### config.mk
export PLATFORM = sky130hd
export DESIGN_NAME = dcache_top
export DESIGN_NICKNAME = d
export VERILOG_FILES = /design/src/design/dcache_pkg.sv /design/src/design/access_queue.sv /design/src/design/cache_bank.sv /design/src/design/fill_beat_counter.sv /design/src/design/miss_fsm.sv /design/src/design/output_align.sv /design/src/design/dcache_top.sv
export SDC_FILE = /design/constraint.sdc
export NUM_CORES = 2
export LEC_CHECK = 0
export BUFFER_PORTS_ARGS = -buffer_cell sky130_fd_sc_hd__buf_2
export CAP_MARGIN = 20
export CORE_ASPECT_RATIO = 1.1
export CORE_MARGIN = 2
export CORE_UTILIZATION = 45
export DETAILED_ROUTE_END_ITERATION = 8
export PLACE_DENSITY = 0.63
export SYNTH_ARGS = -nofsm -noshare
export SYNTH_HDL_FRONTEND = slang
export SYNTH_SLANG_ARGS = --single-unit
### constraint.sdc
create_clock -name clk -period 15.3 [get_ports clk]
set_input_delay 1.53 -clock clk [delete_from_list [all_inputs] [get_ports clk]]
set_output_delay 1.53 -clock clk [all_outputs]
set_load 0.03 [all_outputs]
### src/design/dcache_pkg.sv
`default_nettype none

package dcache_pkg;

   // Cache geometry
   localparam int LINE_BYTES     = 16;
   localparam int PADDR_W        = 15;
   localparam int BEAT_W         = 32;
   localparam int BEATS_PER_LINE = 4;
   localparam int DATA_W         = 64;
   localparam int TAG_ID_W       = 4;

   localparam int OFFSET_W    = $clog2(LINE_BYTES);
   localparam int LINE_ADDR_W = PADDR_W - OFFSET_W;

   // Access size in bytes is 1 << code
   typedef enum logic [1:0] {
      SZ_1 = 2'd0,
      SZ_2 = 2'd1,
      SZ_4 = 2'd2,
      SZ_8 = 2'd3
   } size_e;

   typedef logic [LINE_BYTES*8-1:0] line_t;

   typedef struct packed {
      logic [PADDR_W-1:0]  addr;
      size_e               size;
      logic [TAG_ID_W-1:0] tag_id;
   } req_t;

   typedef struct packed {
      logic [DATA_W-1:0]   data;
      logic [TAG_ID_W-1:0] tag_id;
   } resp_t;

   typedef struct packed {
      logic [LINE_ADDR_W-1:0] line_addr;
   } fill_req_t;

endpackage

`default_nettype wire

### src/design/access_queue.sv
`timescale 1ns/1ns
`default_nettype none

module access_queue #(
   parameter int  DEPTH     = 4,
   parameter type payload_t = logic
) (
   input  wire           clk,
   input  wire           rst_n_i,
   input  wire           in_valid_i,
   output logic          in_ready_o,
   input  wire payload_t in_data_i,
   output logic          out_valid_o,
   input  wire           out_ready_i,
   output payload_t      out_data_o
);

   localparam int PTR_W = (DEPTH > 1) ? $clog2(DEPTH) : 1;
   localparam int CNT_W = $clog2(DEPTH + 1);

   payload_t         mem_q [DEPTH];
   logic [PTR_W-1:0] wr_ptr_q;
   logic [PTR_W-1:0] rd_ptr_q;
   logic [CNT_W-1:0] count_q;
   logic [CNT_W-1:0] count_d;
   logic             push;
   logic             pop;

   assign push        = in_valid_i && in_ready_o;
   assign pop         = out_valid_o && out_ready_i;
   assign out_valid_o = (count_q != '0);
   assign out_data_o  = mem_q[rd_ptr_q];

   always_comb begin
      case ({push, pop})
         2'b10:   count_d = count_q + 1'b1;
         2'b01:   count_d = count_q - 1'b1;
         default: count_d = count_q;
      endcase
   end

   // Ready is registered from the next count
   always_ff @(posedge clk or negedge rst_n_i) begin
      if (!rst_n_i) begin
         wr_ptr_q   <= '0;
         rd_ptr_q   <= '0;
         count_q    <= '0;
         in_ready_o <= 1'b0;
      end else begin
         count_q    <= count_d;
         in_ready_o <= (count_d != CNT_W'(DEPTH));
         if (push) begin
            wr_ptr_q <= (wr_ptr_q == PTR_W'(DEPTH - 1)) ? '0 : wr_ptr_q + 1'b1;
         end
         if (pop) begin
            rd_ptr_q <= (rd_ptr_q == PTR_W'(DEPTH - 1)) ? '0 : rd_ptr_q + 1'b1;
         end
      end
   end

   always_ff @(posedge clk) begin
      if (push) begin
         mem_q[wr_ptr_q] <= in_data_i;
      end
   end

endmodule

`default_nettype wire

### src/design/cache_bank.sv
`timescale 1ns/1ns
`default_nettype none

module cache_bank #(
   parameter int  SETS_PER_BANK = 8,
   localparam int IDX_W         = $clog2(SETS_PER_BANK),
   localparam int TAG_W         = dcache_pkg::LINE_ADDR_W - 1 - IDX_W
) (
   input  wire                    clk,
   input  wire                    rst_n_i,
   input  wire [IDX_W-1:0]        index_i,
   input  wire [TAG_W-1:0]        tag_i,
   output logic                   hit_o,
   output dcache_pkg::line_t      line_o,
   input  wire                    fill_i,
   input  wire dcache_pkg::line_t fill_line_i
);

   dcache_pkg::line_t        data_q [SETS_PER_BANK];
   logic [TAG_W-1:0]         tag_q  [SETS_PER_BANK];
   logic [SETS_PER_BANK-1:0] valid_q;

   // Lookup is combinational on the index from the held request
   assign hit_o  = valid_q[index_i] && (tag_q[index_i] == tag_i);
   assign line_o = data_q[index_i];

   always_ff @(posedge clk or negedge rst_n_i) begin
      if (!rst_n_i) begin
         valid_q <= '0;
      end else if (fill_i) begin
         valid_q[index_i] <= 1'b1;
      end
   end

   always_ff @(posedge clk) begin
      if (fill_i) begin
         data_q[index_i] <= fill_line_i;
         tag_q[index_i]  <= tag_i;
      end
   end

endmodule

`default_nettype wire

### src/design/fill_beat_counter.sv
`timescale 1ns/1ns
`default_nettype none

module fill_beat_counter (
   input  wire                          clk,
   input  wire                          rst_n_i,
   input  wire                          beat_valid_i,
   input  wire [dcache_pkg::BEAT_W-1:0] beat_i,
   output dcache_pkg::line_t            line_o,
   output logic                         line_done_o
);

   localparam int LINE_W = $bits(dcache_pkg::line_t);
   localparam int HOLD_W = LINE_W - dcache_pkg::BEAT_W;
   localparam int CNT_W  = $clog2(dcache_pkg::BEATS_PER_LINE);

   logic [CNT_W-1:0]  count_q;
   logic [HOLD_W-1:0] shift_q;

   // Last beat goes straight to the bank, earlier ones sit in the shifter
   assign line_o      = {beat_i, shift_q};
   assign line_done_o = beat_valid_i && (count_q == CNT_W'(dcache_pkg::BEATS_PER_LINE - 1));

   always_ff @(posedge clk or negedge rst_n_i) begin
      if (!rst_n_i) begin
         count_q <= '0;
      end else if (beat_valid_i) begin
         count_q <= count_q + 1'b1;
      end
   end

   always_ff @(posedge clk) begin
      if (beat_valid_i) begin
         shift_q <= {beat_i, shift_q[HOLD_W-1:dcache_pkg::BEAT_W]};
      end
   end

endmodule

`default_nettype wire

### src/design/miss_fsm.sv
`timescale 1ns/1ns
`default_nettype none

module miss_fsm #(
   parameter int  SETS_PER_BANK = 8,
   localparam int IDX_W         = $clog2(SETS_PER_BANK),
   localparam int TAG_W         = dcache_pkg::LINE_ADDR_W - 1 - IDX_W
) (
   input  wire                              clk,
   input  wire                              rst_n_i,
   input  wire                              req_valid_i,
   output logic                             req_ready_o,
   input  wire dcache_pkg::req_t            req_i,
   input  wire                              hit_even_i,
   input  wire                              hit_odd_i,
   input  wire                              line_done_i,
   output logic [IDX_W-1:0]                 even_index_o,
   output logic [IDX_W-1:0]                 odd_index_o,
   output logic [TAG_W-1:0]                 even_tag_o,
   output logic [TAG_W-1:0]                 odd_tag_o,
   output logic                             even_fill_o,
   output logic                             odd_fill_o,
   output logic                             fill_req_valid_o,
   input  wire                              fill_req_ready_i,
   output dcache_pkg::fill_req_t            fill_req_o,
   output logic                             first_is_odd_o,
   output logic [dcache_pkg::OFFSET_W-1:0]  offset_o,
   output dcache_pkg::size_e                size_o,
   output logic                             resp_valid_o,
   input  wire                              resp_ready_i,
   output logic [dcache_pkg::TAG_ID_W-1:0]  resp_tag_id_o
);

   localparam int OFF_W = dcache_pkg::OFFSET_W;
   localparam int LA_W  = dcache_pkg::LINE_ADDR_W;
   localparam int END_W = OFF_W + 1;

   typedef enum logic [2:0] {
      IDLE,
      LOOKUP,
      FILL_REQ,
      FILL_WAIT,
      RESPOND
   } state_e;

   state_e           state_q;
   dcache_pkg::req_t req_q;
   logic             fill_odd_q;
   logic [LA_W-1:0]  first_line;
   logic [LA_W-1:0]  next_line;
   logic [LA_W-1:0]  even_line;
   logic [LA_W-1:0]  odd_line;
   logic [END_W-1:0] end_byte;
   logic             crosses;
   logic             miss_even;
   logic             miss_odd;

   assign first_line     = req_q.addr[dcache_pkg::PADDR_W-1:OFF_W];
   assign next_line      = first_line + 1'b1;
   assign first_is_odd_o = first_line[0];
   assign offset_o       = req_q.addr[OFF_W-1:0];
   assign size_o         = req_q.size;
   assign resp_tag_id_o  = req_q.tag_id;

   // Crossing when the last byte lands in the next line
   assign end_byte = {1'b0, offset_o} + (END_W'(1) << req_q.size);
   assign crosses  = end_byte > END_W'(dcache_pkg::LINE_BYTES);

   assign even_line    = first_is_odd_o ? next_line : first_line;
   assign odd_line     = first_is_odd_o ? first_line : next_line;
   assign even_index_o = even_line[IDX_W:1];
   assign odd_index_o  = odd_line[IDX_W:1];
   assign even_tag_o   = even_line[LA_W-1:IDX_W+1];
   assign odd_tag_o    = odd_line[LA_W-1:IDX_W+1];

   assign miss_even = (!first_is_odd_o || crosses) && !hit_even_i;
   assign miss_odd  = (first_is_odd_o || crosses) && !hit_odd_i;

   assign req_ready_o          = (state_q == IDLE);
   assign fill_req_valid_o     = (state_q == FILL_REQ);
   assign fill_req_o.line_addr = fill_odd_q ? odd_line : even_line;
   assign even_fill_o          = (state_q == FILL_WAIT) && line_done_i && !fill_odd_q;
   assign odd_fill_o           = (state_q == FILL_WAIT) && line_done_i && fill_odd_q;
   assign resp_valid_o         = (state_q == RESPOND);

   always_ff @(posedge clk or negedge rst_n_i) begin
      if (!rst_n_i) begin
         state_q    <= IDLE;
         fill_odd_q <= 1'b0;
      end else begin
         case (state_q)
            IDLE: begin
               if (req_valid_i) state_q <= LOOKUP;
            end
            // Even bank is fetched first
            LOOKUP: begin
               if (miss_even) begin
                  fill_odd_q <= 1'b0;
                  state_q    <= FILL_REQ;
               end else if (miss_odd) begin
                  fill_odd_q <= 1'b1;
                  state_q    <= FILL_REQ;
               end else begin
                  state_q <= RESPOND;
               end
            end
            FILL_REQ: begin
               if (fill_req_ready_i) state_q <= FILL_WAIT;
            end
            FILL_WAIT: begin
               if (line_done_i) state_q <= LOOKUP;
            end
            RESPOND: begin
               if (resp_ready_i) state_q <= IDLE;
            end
            default: state_q <= IDLE;
         endcase
      end
   end

   always_ff @(posedge clk) begin
      if (req_valid_i && req_ready_o) begin
         req_q <= req_i;
      end
   end

endmodule

`default_nettype wire

### src/design/output_align.sv
`timescale 1ns/1ns
`default_nettype none

module output_align (
   input  wire dcache_pkg::line_t          even_line_i,
   input  wire dcache_pkg::line_t          odd_line_i,
   input  wire                             first_is_odd_i,
   input  wire [dcache_pkg::OFFSET_W-1:0]  offset_i,
   input  wire dcache_pkg::size_e          size_i,
   output logic [dcache_pkg::DATA_W-1:0]   data_o
);

   localparam int LINE_W = $bits(dcache_pkg::line_t);

   logic [2*LINE_W-1:0]           pair;
   logic [2*LINE_W-1:0]           shifted;
   logic [dcache_pkg::DATA_W-1:0] mask;

   // First line in the low half so a crossing access runs into the second
   assign pair    = first_is_odd_i ? {even_line_i, odd_line_i} : {odd_line_i, even_line_i};
   assign shifted = pair >> {offset_i, 3'b000};

   always_comb begin
      case (size_i)
         dcache_pkg::SZ_1: mask = 64'h0000_0000_0000_00ff;
         dcache_pkg::SZ_2: mask = 64'h0000_0000_0000_ffff;
         dcache_pkg::SZ_4: mask = 64'h0000_0000_ffff_ffff;
         default:          mask = 64'hffff_ffff_ffff_ffff;
      endcase
      data_o = shifted[dcache_pkg::DATA_W-1:0] & mask;
   end

endmodule

`default_nettype wire

### src/design/dcache_top.sv
`timescale 1ns/1ns
`default_nettype none

module dcache_top #(
   parameter int SETS_PER_BANK = 8,
   parameter int REQ_DEPTH     = 4,
   parameter int RESP_DEPTH    = 4
) (
   input  wire                               clk,
   input  wire                               rst_n_i,
   input  wire                               req_valid_i,
   output logic                              req_ready_o,
   input  wire dcache_pkg::req_t             req_i,
   output logic                              resp_valid_o,
   input  wire                               resp_ready_i,
   output dcache_pkg::resp_t                 resp_o,
   output logic                              fill_req_valid_o,
   input  wire                               fill_req_ready_i,
   output dcache_pkg::fill_req_t             fill_req_o,
   input  wire                               fill_beat_valid_i,
   input  wire [dcache_pkg::BEAT_W-1:0]      fill_beat_i
);

   localparam int IDX_W = $clog2(SETS_PER_BANK);
   localparam int TAG_W = dcache_pkg::LINE_ADDR_W - 1 - IDX_W;

   logic                              fsm_req_valid;
   logic                              fsm_req_ready;
   dcache_pkg::req_t                  fsm_req;
   logic                              fsm_resp_valid;
   logic                              fsm_resp_ready;
   logic [dcache_pkg::DATA_W-1:0]     aligned_data;
   logic [dcache_pkg::TAG_ID_W-1:0]   resp_tag_id;
   logic [IDX_W-1:0]                  even_index;
   logic [IDX_W-1:0]                  odd_index;
   logic [TAG_W-1:0]                  even_tag;
   logic [TAG_W-1:0]                  odd_tag;
   logic                              hit_even;
   logic                              hit_odd;
   logic                              even_fill;
   logic                              odd_fill;
   dcache_pkg::line_t                 even_line;
   dcache_pkg::line_t                 odd_line;
   dcache_pkg::line_t                 fill_line;
   logic                              line_done;
   logic                              first_is_odd;
   logic [dcache_pkg::OFFSET_W-1:0]   offset;
   dcache_pkg::size_e                 size;

   access_queue #(
      .DEPTH     (REQ_DEPTH),
      .payload_t (dcache_pkg::req_t)
   ) req_q (
      .clk         (clk),
      .rst_n_i     (rst_n_i),
      .in_valid_i  (req_valid_i),
      .in_ready_o  (req_ready_o),
      .in_data_i   (req_i),
      .out_valid_o (fsm_req_valid),
      .out_ready_i (fsm_req_ready),
      .out_data_o  (fsm_req)
   );

   // Response is the aligned data with the tag id of the held request
   access_queue #(
      .DEPTH     (RESP_DEPTH),
      .payload_t (dcache_pkg::resp_t)
   ) resp_q (
      .clk         (clk),
      .rst_n_i     (rst_n_i),
      .in_valid_i  (fsm_resp_valid),
      .in_ready_o  (fsm_resp_ready),
      .in_data_i   ({aligned_data, resp_tag_id}),
      .out_valid_o (resp_valid_o),
      .out_ready_i (resp_ready_i),
      .out_data_o  (resp_o)
   );

   cache_bank #(
      .SETS_PER_BANK (SETS_PER_BANK)
   ) bank_even (
      .clk         (clk),
      .rst_n_i     (rst_n_i),
      .index_i     (even_index),
      .tag_i       (even_tag),
      .hit_o       (hit_even),
      .line_o      (even_line),
      .fill_i      (even_fill),
      .fill_line_i (fill_line)
   );

   cache_bank #(
      .SETS_PER_BANK (SETS_PER_BANK)
   ) bank_odd (
      .clk         (clk),
      .rst_n_i     (rst_n_i),
      .index_i     (odd_index),
      .tag_i       (odd_tag),
      .hit_o       (hit_odd),
      .line_o      (odd_line),
      .fill_i      (odd_fill),
      .fill_line_i (fill_line)
   );

   fill_beat_counter fill_beat_counter_inst (
      .clk          (clk),
      .rst_n_i      (rst_n_i),
      .beat_valid_i (fill_beat_valid_i),
      .beat_i       (fill_beat_i),
      .line_o       (fill_line),
      .line_done_o  (line_done)
   );

   miss_fsm #(
      .SETS_PER_BANK (SETS_PER_BANK)
   ) miss_fsm_inst (
      .clk              (clk),
      .rst_n_i          (rst_n_i),
      .req_valid_i      (fsm_req_valid),
      .req_ready_o      (fsm_req_ready),
      .req_i            (fsm_req),
      .hit_even_i       (hit_even),
      .hit_odd_i        (hit_odd),
      .line_done_i      (line_done),
      .even_index_o     (even_index),
      .odd_index_o      (odd_index),
      .even_tag_o       (even_tag),
      .odd_tag_o        (odd_tag),
      .even_fill_o      (even_fill),
      .odd_fill_o       (odd_fill),
      .fill_req_valid_o (fill_req_valid_o),
      .fill_req_ready_i (fill_req_ready_i),
      .fill_req_o       (fill_req_o),
      .first_is_odd_o   (first_is_odd),
      .offset_o         (offset),
      .size_o           (size),
      .resp_valid_o     (fsm_resp_valid),
      .resp_ready_i     (fsm_resp_ready),
      .resp_tag_id_o    (resp_tag_id)
   );

   output_align output_align_inst (
      .even_line_i    (even_line),
      .odd_line_i     (odd_line),
      .first_is_odd_i (first_is_odd),
      .offset_i       (offset),
      .size_i         (size),
      .data_o         (aligned_data)
   );

endmodule

`default_nettype wire

Word level (Yosys, flattened, before mapping)
Memories as Yosys holds them, arrays and structs flattened. A register that Yosys moved wholly into a read port is not among the register bits.
Index checks and enable logic that the tools add are counted.
- register bits after elaboration: 134
- bits in writable memories: 2516
- input port bits: 59
- output and inout bits: 82
- memories: 6
- memories (memory ; depth ; bits a word ; read ports ; clocked after Yosys merged registers in ; write ports ; RTL line ; RTL):
    bank_even.data_q ; 8 ; 128 ; 1 ; 0 ; 1 ; cache_bank.sv:19 ; dcache_pkg::line_t data_q [SETS_PER_BANK];
    bank_odd.data_q ; 8 ; 128 ; 1 ; 0 ; 1 ; cache_bank.sv:19 ;
    resp_q.mem_q ; 4 ; 68 ; 1 ; 0 ; 1 ; access_queue.sv:21 ; payload_t mem_q [DEPTH];
    req_q.mem_q ; 4 ; 21 ; 1 ; 1 ; 1 ; access_queue.sv:21 ;
    bank_even.tag_q ; 8 ; 7 ; 1 ; 0 ; 1 ; cache_bank.sv:20 ; logic [TAG_W-1:0] tag_q [SETS_PER_BANK];
    bank_odd.tag_q ; 8 ; 7 ; 1 ; 0 ; 1 ; cache_bank.sv:20 ;
- add/sub/neg operators: 11
- order comparisons: 5
- equal/unequal tests: 23
- shifts and indexed selects: 2
- multiplexer cells: 36
- bitwise operators: 3
- reduce and logical (&&, ||, !) cells: 27
- operator list (operator ; count):
    $mux W256 ; 1
    $shr A256 B7 Y64 ; 1
    $pmux W64 S3 ; 1
    $and A64 B64 Y64 ; 1
    $mux W11 ; 3
    $mux W3 ; 6
    $eq A2 B2 Y1 const B ; 8
    $or A8 B8 Y8 ; 2
    $pmux W3 S5 ; 1
    $eq A7 B7 Y1 ; 2
    $logic_and A1 B1 Y1 ; 14
    $mux W1 ; 14
    $pmux W3 S2 ; 2
    $add A11 B1 Y11 const B ; 1
    $add A2 B1 Y2 const B ; 5
    $lt A3 B4 Y1 const B ; 2
    $mux W2 ; 4
    $add A3 B1 Y3 const B ; 2
    $bmux W1 S3 ; 2
    $demux W1 S3 ; 2
    $eq A2 B1 Y1 const B ; 3
    $eq A3 B2 Y1 const B ; 2
    $ge A3 B1 Y1 const B ; 2
    $ne A2 B1 Y1 const B ; 3
    other kinds (16) ; 23

Longest topological paths before layout
- word-level depth: 10
- depth in mapped cells: 22
- depth with buffers taken out: 12

Hierarchy
A second synthesis with hierarchy kept.
- cells, all modules: 6504
- area, all modules: 112268.9 um^2
- modules (own cells, without submodules) (module ; times used ; cells each ; area each (um^2) ; seq. area each (um^2)):
    cache_bank at bank_odd ; 1 ; 2381 ; 41896.4 ; 32631.3
    cache_bank at bank_even ; 1 ; 2254 ; 41856.4 ; 32631.3
    access_queue at resp_q ; 1 ; 397 ; 10356.2 ; 8368.0
    output_align ; 1 ; 1042 ; 9892.0 ; 0.0
    access_queue at req_q ; 1 ; 151 ; 3502.1 ; 2722.6
    fill_beat_counter ; 1 ; 134 ; 3216.8 ; 2932.8
    miss_fsm ; 1 ; 145 ; 1549.0 ; 730.7

Least setup slack after synthesis
Ideal clock, no wire load.
- path kind: register -> register
- start point: register miss_fsm_inst.first_is_odd_o (netlist name)
- end point: register bank_even.valid_q[0]
- arrival time: 9.905 ns
- required time: 15.199 ns
- slack: 5.294 ns
- stages on the path, launching flop included: 20
- path buffers: 13
- cell sequence: edfxtp_1 > buf_6 > buf_2 > inv_1 > buf_2 > buf_2 > buf_2 > buf_1 > clkbuf_1 > ha_1 > buf_4 > buf_2 > buf_4 > buf_4 > buf_4 > buf_4 > nor2b_1 > nand2_1 > nor2_1 > or2_2
- cells in the longest elaborated chain, start to end: 7
- elaborated cells on any way between the ends: 8
- those cells by class: add/sub (1); order compare (2); mux (3); bitwise (1); reduce/logical (1)
- ends and longest elaborated chain (what ; RTL line ; RTL):
    $add A11 B1 Y11 ; miss_fsm.sv:59 ; assign next_line = first_line + 1'b1;
    $mux W11 * ; miss_fsm.sv:69 ; assign even_line = first_is_odd_o ? next_line : first_line;
    $lt A3 B4 Y1 (implied by the code) / $ge A3 B1 Y1 (equally long branches) ; cache_bank.sv:31 ; valid_q[index_i] <= 1'b1;
    $logic_and A1 B1 Y1 (implied by the code) ; cache_bank.sv:31 ;
    $mux W1 (implied by the code) ; cache_bank.sv:31 ;
    $demux W1 S3 * ; -- ;
    $or A8 B8 Y8 (no line) * ; -- ;
    end signal: assignment ; cache_bank.sv:29 ; valid_q <= '0;
    end signal: indexed assignment ; cache_bank.sv:31 ;
    end: declaration ; cache_bank.sv:21 ; logic [SETS_PER_BANK-1:0] valid_q;
Mark *: on every way between the ends. The rest lies on a longest branch, timed or not.
A chain may end at the register's enable or synchronous reset.

Final worst setup path
- start point: register miss_fsm_inst.first_is_odd_o (netlist name)
- end point: memory resp_q.mem_q[3][28] (netlist name), data pin
- cells in the longest elaborated chain, start to end: 6
- elaborated cells on any way between the ends: 8
- those cells by class: add/sub (1); shift (1); mux (3); bitwise (1); memory (2)
- ends and longest elaborated chain (what ; RTL line ; RTL):
    $add A11 B1 Y11 ; miss_fsm.sv:59 ;
    $mux W11, on equally long branches ; miss_fsm.sv:69, miss_fsm.sv:70 ;
    $mem_v2 Z8 W128 ; -- ;
    $mux W256 * ; output_align.sv:20 ; assign pair = first_is_odd_i ? {even_line_i, odd_line_i} : {odd_line_i, even_line_i};
    $shr A256 B7 Y64 * ; output_align.sv:21 ; assign shifted = pair >> {offset_i, 3'b000};
    $and A64 B64 Y64 * ; output_align.sv:30 ; data_o = shifted[dcache_pkg::DATA_W-1:0] & mask;
    net aligned_data (one bit) ; dcache_top.sv:32 ; logic [dcache_pkg::DATA_W-1:0] aligned_data;
    end: declaration ; access_queue.sv:21 ;
Mark *: on every way through the listed nets, which the timed path passes. The rest lies on a longest branch.

==> results.ini <==
[place]
place_ws_ns=8.40
dp_hpwl_mm=196
numPortBuffers=140
placed_area_um2=115000
place.gp.congestion=0.945

[critical_path]
worstSetupStartpointType=flip-flop
worstPathMaxFanout=144
path_class=flip-flop to flip-flop
cp.required_ns=15.84
r2r-start=miss_fsm_inst.first_is_odd_o
critPathArrivalTime_ns=7.68
critPathCaptureType=flip-flop
crit_start=miss_fsm_inst.first_is_odd_o

[yosys]
ys_dominant_reg_cell=edfxtp_1
synth_nets=6638
avgSynthCellArea_um2=16.8
synth_edf_count=2633
synth_cells=6557
synthArstFlopShare=0.0142
ys.warnings.count=0
synth_cell_type_count=99
ys_seq_area_frac=0.726
netlist_area_um2=110000
synth_seq_cells=2671

[floorplan]
start_util=0.452
num_io_pins=141
die_h_um=523
rows=190
core_um2=244000
fp.dieW_um=476
dieArea_um2=249000

[routing]
drtAntennaViolNets=0
via_per_inst=6.39
drt-pass1-iter-count=8
post-route-drc-count=0
drt_iter0_drc=8781
routedWlPerCell_um=33.1
vias=65400
routed_wl_mm=338

[timing]
rsz0062_at_grt=no
slew_viol_final=0
fin_crit_ns=7.14
finalSetupTns_ns=0
setup_slack_ns=8.16
worstMarginPinSlew_ns=1.31
setup_violations=0
period_share=0.467
relSlewSlack=0.128
hold_slack_ns=0.469
clock_skew_ns=0.0542
hold_viol_final=0
clock.fmax_mhz=140

[power]
peakVddDrop_uv=102
p_per_area_nw_per_um2=158
leakage_nw=41.1

[global_routing]
grt_usage=0.267
grt_pass1_vias=63000
grt_antenna_before_repair=38
grt_max_degree=172
grt_pass1_wl_mm=475
overflow=0

[layout]
final_cell_mix=edfxtp_1 (2633), mux2i_1 (665), nand2_1 (557)
multi_input_area_um2=28200
seqCellArea_um2=80000
layout-drive-gt1-share=0.187
final_area_um2=123000
final_util=0.506
fillCellCount=19700
final_common_cell=edfxtp_1
nets=6844
syn_to_final_growth_pct=11.9

[clock_network]
clkSlewWorstSetupHoldPaths_ns=0.06
cts_tree=done
clock_tree.buffer_depth=4
cts_max_level=5
cts.sink_count=2671
numCtsBuffers=268
cts_root_buf=clkbuf_16
cts_setup_buffers=0
insertion_delay_ns=0.86
hold_buffers=0
ctsResizeCount=0

[hold_path]
holdCritPathClass=flip-flop to flip-flop
hold_path.startpoint=bank_odd.valid_q[7]

[status]
status=finished clean

[run]
max-cap-violations=0

==> power by group <==
group	internal, mW	total (mW)	switching, mW
registers	8.35	8.54	0.182
logic	1.57	4.58	3.01
clock network	3.59	6.34	2.75
total	13.5	19.5	5.94
==> stage by stage <==
| step | cells | power [mW] |
|---|---|---|
| 2_1_floorplan | 6557 | 11.5 |
| 3_3_place_gp | 9739 | 13.1 |
| 3_5_place_dp | 9749 | 13.1 |
| 4_1_cts | 10200 | 19.4 |
| 5_1_grt | 10200 | 20.0 |
| 6_report | 10200 | 19.5 |
==> cell usage after synthesis (all sizes together) (9+ instances only) <==
cell type,count,area (um2)
a222oi,25,250
a21oi,501,2510
clkbuf,109,413
edfxtp,2633,79100
and3,11,68.8
o221ai,73,639
o31a,11,96.3
a22oi,23,173
a32o,9,90.1
a32oi,32,280
nor4,43,284
mux4,192,4320
o22ai,139,870
o41a,14,158
a21o,13,98.9
nor2,138,536
a221o,15,150
nand3,31,160
xnor2,11,96.3
mux2,297,3340
or4,26,195
and2,29,181
or2,19,119
a22o,15,131
xor2,15,131
ha,19,238
a2111oi,61,556
nand2,559,2100
a221oi,72,631
nor2b,12,75.1
inv,31,116
o41ai,10,87.6
o31ai,20,150
o21ai,66,353
mux2i,671,6750
buf,310,1860
nor3,67,335
nand4,12,81.3
a211o,23,201
dfrtp,38,951
o211ai,22,165
a211oi,35,268
==> kinds of logic after synthesis <==
kind of cell    after synthesis  share of synthesized area
compound gates             1252                     0.0771
xor+xnor                     26                    0.00207
fa+ha+maj                    22                    0.00270
buf+inv                     452                     0.0217
flops                      2671                      0.726
mux                        1160                      0.131
simple gates                974                     0.0396
==> worst max-delay path, stage by stage, from the launching register on <==
cell and delay (ns):
edfxtp_1 0.35, buf_4 0.57, inv_8 0.40, ha_4 0.33
nor2_4 0.66, buf_12 0.65, buf_4 0.69, buf_4 0.74
mux2i_1 0.26, o22ai_1 0.10, or4_1 0.61, a32oi_1 0.47
mux2i_1 0.17, a22oi_1 0.20, o211ai_1 0.18
==> metal layers <==
metal	vias to the layer above	share of wire	global-route usage	wire length (um)
li1	26900	-	-	-
met1	33800	0.38	0.362	129000
met2	3906	0.46	0.421	157000
met3	785	0.11	0.0576	36800
met4	20	0.045	0.111	15300
met5	-	0.00038	0	127
==> registers in the layout (all words and copies together) (netlist names), 3 cells and up <==
register,count
bank_even.data_q,1024
bank_odd.data_q,1024
resp_q.mem_q,272
fill_beat_counter_inst.shift_q,96
req_q.mem_q,84
bank_even.tag_q,56
bank_odd.tag_q,56
miss_fsm_inst.first_line,10
bank_even.valid_q,8
bank_odd.valid_q,8
miss_fsm_inst.offset_o,4
miss_fsm_inst.resp_tag_id_o,4
miss_fsm_inst.state_q,3
req_q.count_q,3
resp_q.count_q,3
==> final timing paths <==
| kind | slack, ns | to | cells past startpoint |
|---|---|---|---|
| max reg2reg | 8.16 | resp_q.mem_q[3][28] | 14 |
| min reg2reg | 0.47 | bank_odd.valid_q[7] | 1 |
| max | 8.16 | resp_q.mem_q[3][28] | 14 |
| min | 0.47 | bank_odd.valid_q[7] | 1 |
| max in group asynchronous | 14.27 | bank_even.valid_q[0] | 2 |
| min in group asynchronous | 0.56 | resp_q.wr_ptr_q[0] | 1 |
==> cell type report <==
cell class / instances / area share
clock inverter: 122 / 0.00902
multi-input combinational: 3434 / 0.228
antenna: 23 / 0.000467
tap: 3264 / 0.0331
timing repair buffer: 355 / 0.0212
inverter: 33 / 0.00113
sequential: 2671 / 0.649
clock buffer: 335 / 0.0576
Power figures use the tool's default switching activity.
